===== config.mk =====
export PLATFORM = sky130hd
export DESIGN_NAME = mduRegRead
export DESIGN_NICKNAME = d
export VERILOG_FILES = /design/src/design/mduPkg.sv /design/src/design/mduRegRead.sv
export VERILOG_INCLUDE_DIRS = /design/src /design/src/design
export SDC_FILE = /design/constraint.sdc
export NUM_CORES = 1
export LEC_CHECK = 0
export BUFFER_PORTS_ARGS = -buffer_cell sky130_fd_sc_hd__buf_2
export CORE_AREA = 2 2 120 122
export DETAILED_ROUTE_END_ITERATION = 6
export DIE_AREA = 0 0 122 124
export GPL_ROUTABILITY_DRIVEN = 0
export GPL_TIMING_DRIVEN = 0
export PLACE_DENSITY_LB_ADDON = 0.05
export SYNTH_ARGS = -nofsm -noshare
export SYNTH_HDL_FRONTEND = slang
export SYNTH_SLANG_ARGS = --single-unit
export TNS_END_PERCENT = 20

===== constraint.sdc =====
create_clock -name clk -period 1.6 [get_ports clk]
set_input_delay 0.16 -clock clk [delete_from_list [all_inputs] [get_ports clk]]
set_output_delay 0.16 -clock clk [all_outputs]
set_load 0.1 [all_outputs]

===== src/design/mduCluster_config.svh =====
`ifndef MDU_CLUSTER_CONFIG_SVH
`define MDU_CLUSTER_CONFIG_SVH

// Number of independent lanes, 1 to 8
`define MDU_LANES 4

// Cycles from start to result, busy is high for exactly this long
`define MDU_MULT_CYCLES 5
`define MDU_DIV_CYCLES 10

// Host address layout
// Lane index sits above the stride, register index in bits 4 to 2
`define MDU_ADDR_WIDTH 8
`define MDU_LANE_STRIDE 32

`endif


===== src/design/mduPkg.sv =====
package mduPkg;

	// Data word of the host bus and of HI, LO
	typedef logic [31:0] mduWordT;

	// Operation codes written to CTRL, codes 6 and 7 do nothing
	typedef enum logic [2:0]
	{
		MULT  = 3'd0,
		MULTU = 3'd1,
		DIV   = 3'd2,
		DIVU  = 3'd3,
		MTLO  = 3'd4,
		MTHI  = 3'd5
	} mduOpT;

	// Register index within a lane, byte offset divided by four
	typedef enum logic [2:0]
	{
		SRCA   = 3'd0,
		SRCB   = 3'd1,
		CTRL   = 3'd2,
		HI     = 3'd3,
		LO     = 3'd4,
		STATUS = 3'd5
	} mduRegT;

endpackage


===== src/design/mduRegRead.sv =====
`timescale 1ns/100ps
`include "mduCluster_config.svh"

module mduRegRead
(
	input  logic                       clk,
	input  logic                       reset,
	input  logic                       arvalid,
	output logic                       arready,
	input  logic [`MDU_ADDR_WIDTH-1:0] araddr,
	output logic                       rvalid,
	input  logic                       rready,
	output mduPkg::mduWordT            rdata,
	output logic [1:0]                 rresp,
	input  mduPkg::mduWordT            laneHi [`MDU_LANES],
	input  mduPkg::mduWordT            laneLo [`MDU_LANES],
	input  logic                       laneBusy [`MDU_LANES]
);
	import mduPkg::*;

	localparam int LaneLsb = $clog2(`MDU_LANE_STRIDE);
	localparam int LaneW = `MDU_ADDR_WIDTH - LaneLsb;

	logic readFire;
	logic [LaneW-1:0] readLane;
	mduRegT readReg;
	mduWordT readValue;

	assign readFire = arready && arvalid;
	assign rresp = 2'b00;

	// Address is sampled on the handshake cycle
	assign readLane = araddr[`MDU_ADDR_WIDTH-1:LaneLsb];
	assign readReg = mduRegT'(araddr[LaneLsb-1:2]);

	always_comb
	begin
		readValue = '0;
		// Unmapped lanes match no index and fall through as zero
		for (int i = 0; i < `MDU_LANES; i++)
		begin
			if (readLane == LaneW'(i))
			begin
				case (readReg)
					HI:
						readValue = laneHi[i];
					LO:
						readValue = laneLo[i];
					STATUS:
						readValue = {31'd0, laneBusy[i]};
					default:
						readValue = '0;
				endcase
			end
		end
	end

	// Single outstanding read, next address waits for rvalid to drop
	always_ff @(posedge clk)
	begin
		if (reset)
		begin
			arready <= 1'b0;
			rvalid <= 1'b0;
		end
		else
		begin
			arready <= arvalid && !rvalid && !arready;
			if (readFire)
				rvalid <= 1'b1;
			else if (rready)
				rvalid <= 1'b0;
		end
	end

	// Held stable until the host takes it
	always_ff @(posedge clk)
	begin
		if (readFire)
			rdata <= readValue;
	end

endmodule


### After elaboration in Yosys (flattened, before gate mapping)

Cells that the tools add are included.
Widths: inputs -> output; s select.

| operators by class | value |
|---|---|
| reductions and logical operators | 7 |
| multiplexer cells | 10 |
| eq/ne operators | 6 |

Operator list:

| cell | count |
|---|---|
| $pmux 32 s3 | 4 |
| $mux 32 | 4 |
| $eq 3x2->1 const B | 3 |
| $eq 3x3->1 const B | 2 |
| $eq 3x1->1 const B | 1 |
| $logic_and 1x1->1 | 3 |
| $logic_not 3->1 | 1 |
| $logic_not 1->1 | 2 |
| $mux 1 | 2 |
| $reduce_bool 2->1 | 1 |

| word-level totals | value |
|---|---|
| bits of input ports | 272 |
| register bits after elaboration | 34 |
| logic and storage cells | 26 |

### Longest topological paths before layout

| depth | value |
|---|---|
| depth in word-level cells | 6 |
| gate-level depth with buffers | 7 |
| gate-level depth less buffers | 4 |

### Least setup slack after synthesis

Ideal clock, no wire load.

| timing | value |
|---|---|
| kind | flip-flop to flip-flop |
| start point | register arready |
| end point | register rdata[0], enable pin |
| slack | -0.677 ns |
| stages on the path, launching flop included | 2 |
| buffers on the path | 0 |
| data required time | 1.207 ns |
| data arrival time | 1.885 ns |
| clock period less this slack | 2.277 ns |
| path through | dfxtp_1 and2_1 |

| between the ends | value |
|---|---|
| longest elaborated chain between the ends | 1 |

RTL lines:

| item | line | source |
|---|---|---|
| from (decl) | mduRegRead.sv:9 | `output logic arready,` |
| from (signal assigned) | mduRegRead.sv:68 | `arready <= arvalid && !rvalid && !arready;` |
| $logic_and 1x1->1 | mduRegRead.sv:29 | `assign readFire = arready && arvalid;` |
| net readFire | mduRegRead.sv:24 | `logic readFire;` |
| to (signal assigned) | mduRegRead.sv:80 | `rdata <= readValue;` |
| to (decl) | mduRegRead.sv:13 | `output mduPkg::mduWordT rdata,` |

The timed path passes the listed nets, and every way through them passes these cells.
A chain may end at the register's enable or synchronous reset.

### Worst setup path after layout

| timing | value |
|---|---|
| start point | input port araddr[5] |
| end point | register rdata[16] (data pin) |

| between the ends | value |
|---|---|
| longest elaborated chain between the ends | 5 |
| elaborated cells on any way between the ends | 8 |
| classes of those cells | 3 x eq/ne; 4 x mux; 1 x reduce/logical |

RTL lines:

| item | line | source |
|---|---|---|
| from (decl) | mduRegRead.sv:10 | `` input logic [`MDU_ADDR_WIDTH-1:0] araddr, `` |
| $logic_not 3->1 | mduRegRead.sv:42 | `if (readLane == LaneW'(i))` |
| $mux 32 (3 in series) | mduRegRead.sv:42 |  |
| $mux 32 * | mduRegRead.sv:42 |  |
| net readValue[16] | mduRegRead.sv:27 | `mduWordT readValue;` |

Mark *: on every way through the listed nets, which the timed path passes. The rest lies on a longest branch.

==> flow_metrics.env <==
export IMPL_cts_path_max_buffers=2
export IMPL_dieArea_um2=15100
export IMPL_power_mw=3.14
export IMPL_hold_viol_final=0
export IMPL_maxCapViolations=0
export IMPL_worstSetupPathType="primary input to flop"
export IMPL_multi_input_area_um2=2260
export IMPL_ys_types=38
export IMPL_setup_violations=0
export IMPL_drc_errors=0
export IMPL_ctsHoldBuffers=0
export IMPL_holdPathStages=2
export IMPL_diodes=0
export IMPL_dp_hpwl_mm=13.3
export IMPL_rsz0062_at_grt="no"
export IMPL_p_leak_nw=2.50
export IMPL_final_antenna_net_count=0
export IMPL_drive_above_1_share=0.607
export IMPL_stdcell_area_um2=5510
export IMPL_grt_pass1_vias=4340
export IMPL_first_iter_violations=191
export IMPL_fin_cells=852
export IMPL_cts_made_buffers=5
export IMPL_tritoncts="done"
export IMPL_critPathArrivalTime_ns=1.51
export IMPL_fmax_ghz=0.675
export IMPL_tightest_slew_ns=0.553
export IMPL_ir_drop_uv=325
export IMPL_via_count=4286
export IMPL_final_common_cell="buf_2"
export IMPL_worstPathMaxFanout=10
export IMPL_grt_max_degree=34
export IMPL_fin_nets=943
export IMPL_die_w_um=122
export IMPL_whs_endpoint="arready$_SDFF_PP0_"
export IMPL_fillerInstances=1465
export IMPL_grt_overflow=0
export IMPL_required_ns=1.62
export IMPL_coreArea_um2=13700
export IMPL_syn_to_final_growth_pct=51.9
export IMPL_dp_cells=844
export IMPL_synth_edff_count=32
export IMPL_timing_rr_end="rdata[27]$_DFFE_PP_"
export IMPL_ff2ff_path_depth=1
export IMPL_cts_sinks=34
export IMPL_antenna_found_initial=0
export IMPL_grt_pass1_wl_mm=23.4
export IMPL_portBuffers=302
export IMPL_r2r_start="arready$_SDFF_PP0_"
export IMPL_fin_skew_ns=0.00347
export IMPL_outcome="finished clean"
export IMPL_fin_crit_ns=1.48
export IMPL_clk_pin_slew_ns=0.06
export IMPL_rrSetupSlack_ns=0.42
export IMPL_synth_ff_type="edfxtp_1"
export IMPL_hold_path_class="primary input to flop"
export IMPL_fin_crit_sh=0.926
export IMPL_syn_cell_area_um2=3620
export IMPL_slew_headroom=0.631
export IMPL_drv_slew=0
export IMPL_routed_wl_mm=16.5
export IMPL_synthArstFlopShare=0
export IMPL_wl_per_cell_um=19.4
export IMPL_syn_inst=361
export IMPL_yosysWarnings=0
export IMPL_seqCellArea_um2=1000
export IMPL_num_io_pins=308
export IMPL_worst_slack_ns=0.119
export IMPL_synth_seq_cells=34
export IMPL_avgViaCountPerCell=5.03
export IMPL_placed_area_um2=5370
export IMPL_seq_area_frac_synth=0.276
export IMPL_dpl_worst_slack_ns=-0.264
export IMPL_die_h_um=124
export IMPL_firstDrtPassIters=4
export IMPL_start_util=0.264
export IMPL_hold_start="reset"
export IMPL_power_density_nw_per_um2=570
export IMPL_crit_path_start_kind="primary input"
export IMPL_cp_end_kind="flop"
export IMPL_grt_usage=0.206
export IMPL_tns_ns=0
export IMPL_syn_area_per_cell_um2=10.0
export IMPL_cts_root_buffer="clkbuf_16"
export IMPL_mostFrequentLayoutCells="317 x buf_2, 63 x a21oi_1, 49 x nor2b_1, 40 x a221oi_1, 32 x edfxtp_1"
export IMPL_rows=43
export IMPL_worstSkewPairLatency_ns=0.28
export IMPL_cts_max_level=2
-- cells in the mapped netlist (all sizes together) (3+ instances only) --
master  number  share of area
nor2b       49          0.085
nand2b       5          0.012
nor2         3         0.0031
clkbuf       8          0.014
a221oi      63           0.19
buf         37          0.081
o221a       30          0.093
mux2i        3         0.0083
and2b       13          0.029
nor3        30          0.070
a21oi       63          0.087
edfxtp      32           0.27
-- stage by stage --
stage	hold WS [ns]	utilization
after floorplan	0.230	-
final	0.0411	0.401
after CTS	0.0353	0.401
after global placement	0.334	0.391
after global routing	0.0400	0.401
after detailed placement	0.337	0.391
-- where the power goes --
part / switching (mW) / leakage (nW) / total, mW / internal, mW
sequential: 0.00546 / 0.331 / 1.01 / 1.00
combinational: 0.657 / 2.10 / 1.19 / 0.530
clock: 0.373 / 0.0683 / 0.943 / 0.569
-- cells by family (layout without fill, tap and decap cells) --
family                 after synthesis  after routing  synth area share
DFF                                 34             34             0.276
muxes                                5              5            0.0145
AOI/OAI and AO/OA                  162            162             0.386
buffers and inverters               49            359             0.104
and+or+nand+nor                    110            110             0.219
other                                1              2           0.00103
-- routing by layer --
layer / part of all wire / vias up / track usage
met4: 0.014 / 0 / 0.0639
met2: 0.50 / 209 / 0.369
li1: - / 2090 / -
met5: 0 / - / 0
met1: 0.41 / 1972 / 0.250
met3: 0.075 / 15 / 0.0385
-- area by class of cell --
| class | instances | share of cell area |
|---|---|---|
| buffer | 47 | 0.0657 |
| timing repair buffer | 302 | 0.275 |
| clock buffer | 6 | 0.0234 |
| inverter | 2 | 0.00136 |
| clock inverter | 2 | 0.00159 |
| sequential | 34 | 0.182 |
| tap | 180 | 0.0409 |
| multi-input combinational | 279 | 0.410 |
-- critical path, stage by stage --
cell,delay [ns]
buf_2,0.13
buf_4,0.19
buf_6,0.16
nand2b_2,0.22
clkbuf_2,0.25
a221oi_1,0.30
nor3_1,0.09
-- registers in the layout, summed over array words and instances (netlist names) --
name / count
rdata: 32
arready: 1
rvalid: 1
-- worst max-delay path by stage --
stage | endpoint | slack [ns] | from
detailed placement | rdata[16]$_DFFE_PP_ | -0.26 | araddr[5]
floorplan | rdata[0]$_DFFE_PP_ | 0.16 | arready$_SDFF_PP0_
finish | rdata[16]$_DFFE_PP_ | 0.12 | araddr[5]
CTS | rdata[16]$_DFFE_PP_ | 0.04 | araddr[5]
global route | rdata[18]$_DFFE_PP_ | 0.04 | araddr[5]
global placement | rdata[17]$_DFFE_PP_ | -0.28 | araddr[5]
-- timing repair --
action                     in CTS  in global routing
resized for setup               0                  4
setup buffers                   0                  0
setup endpoints to repair       0                  7
Power figures use the tool's default switching activity.
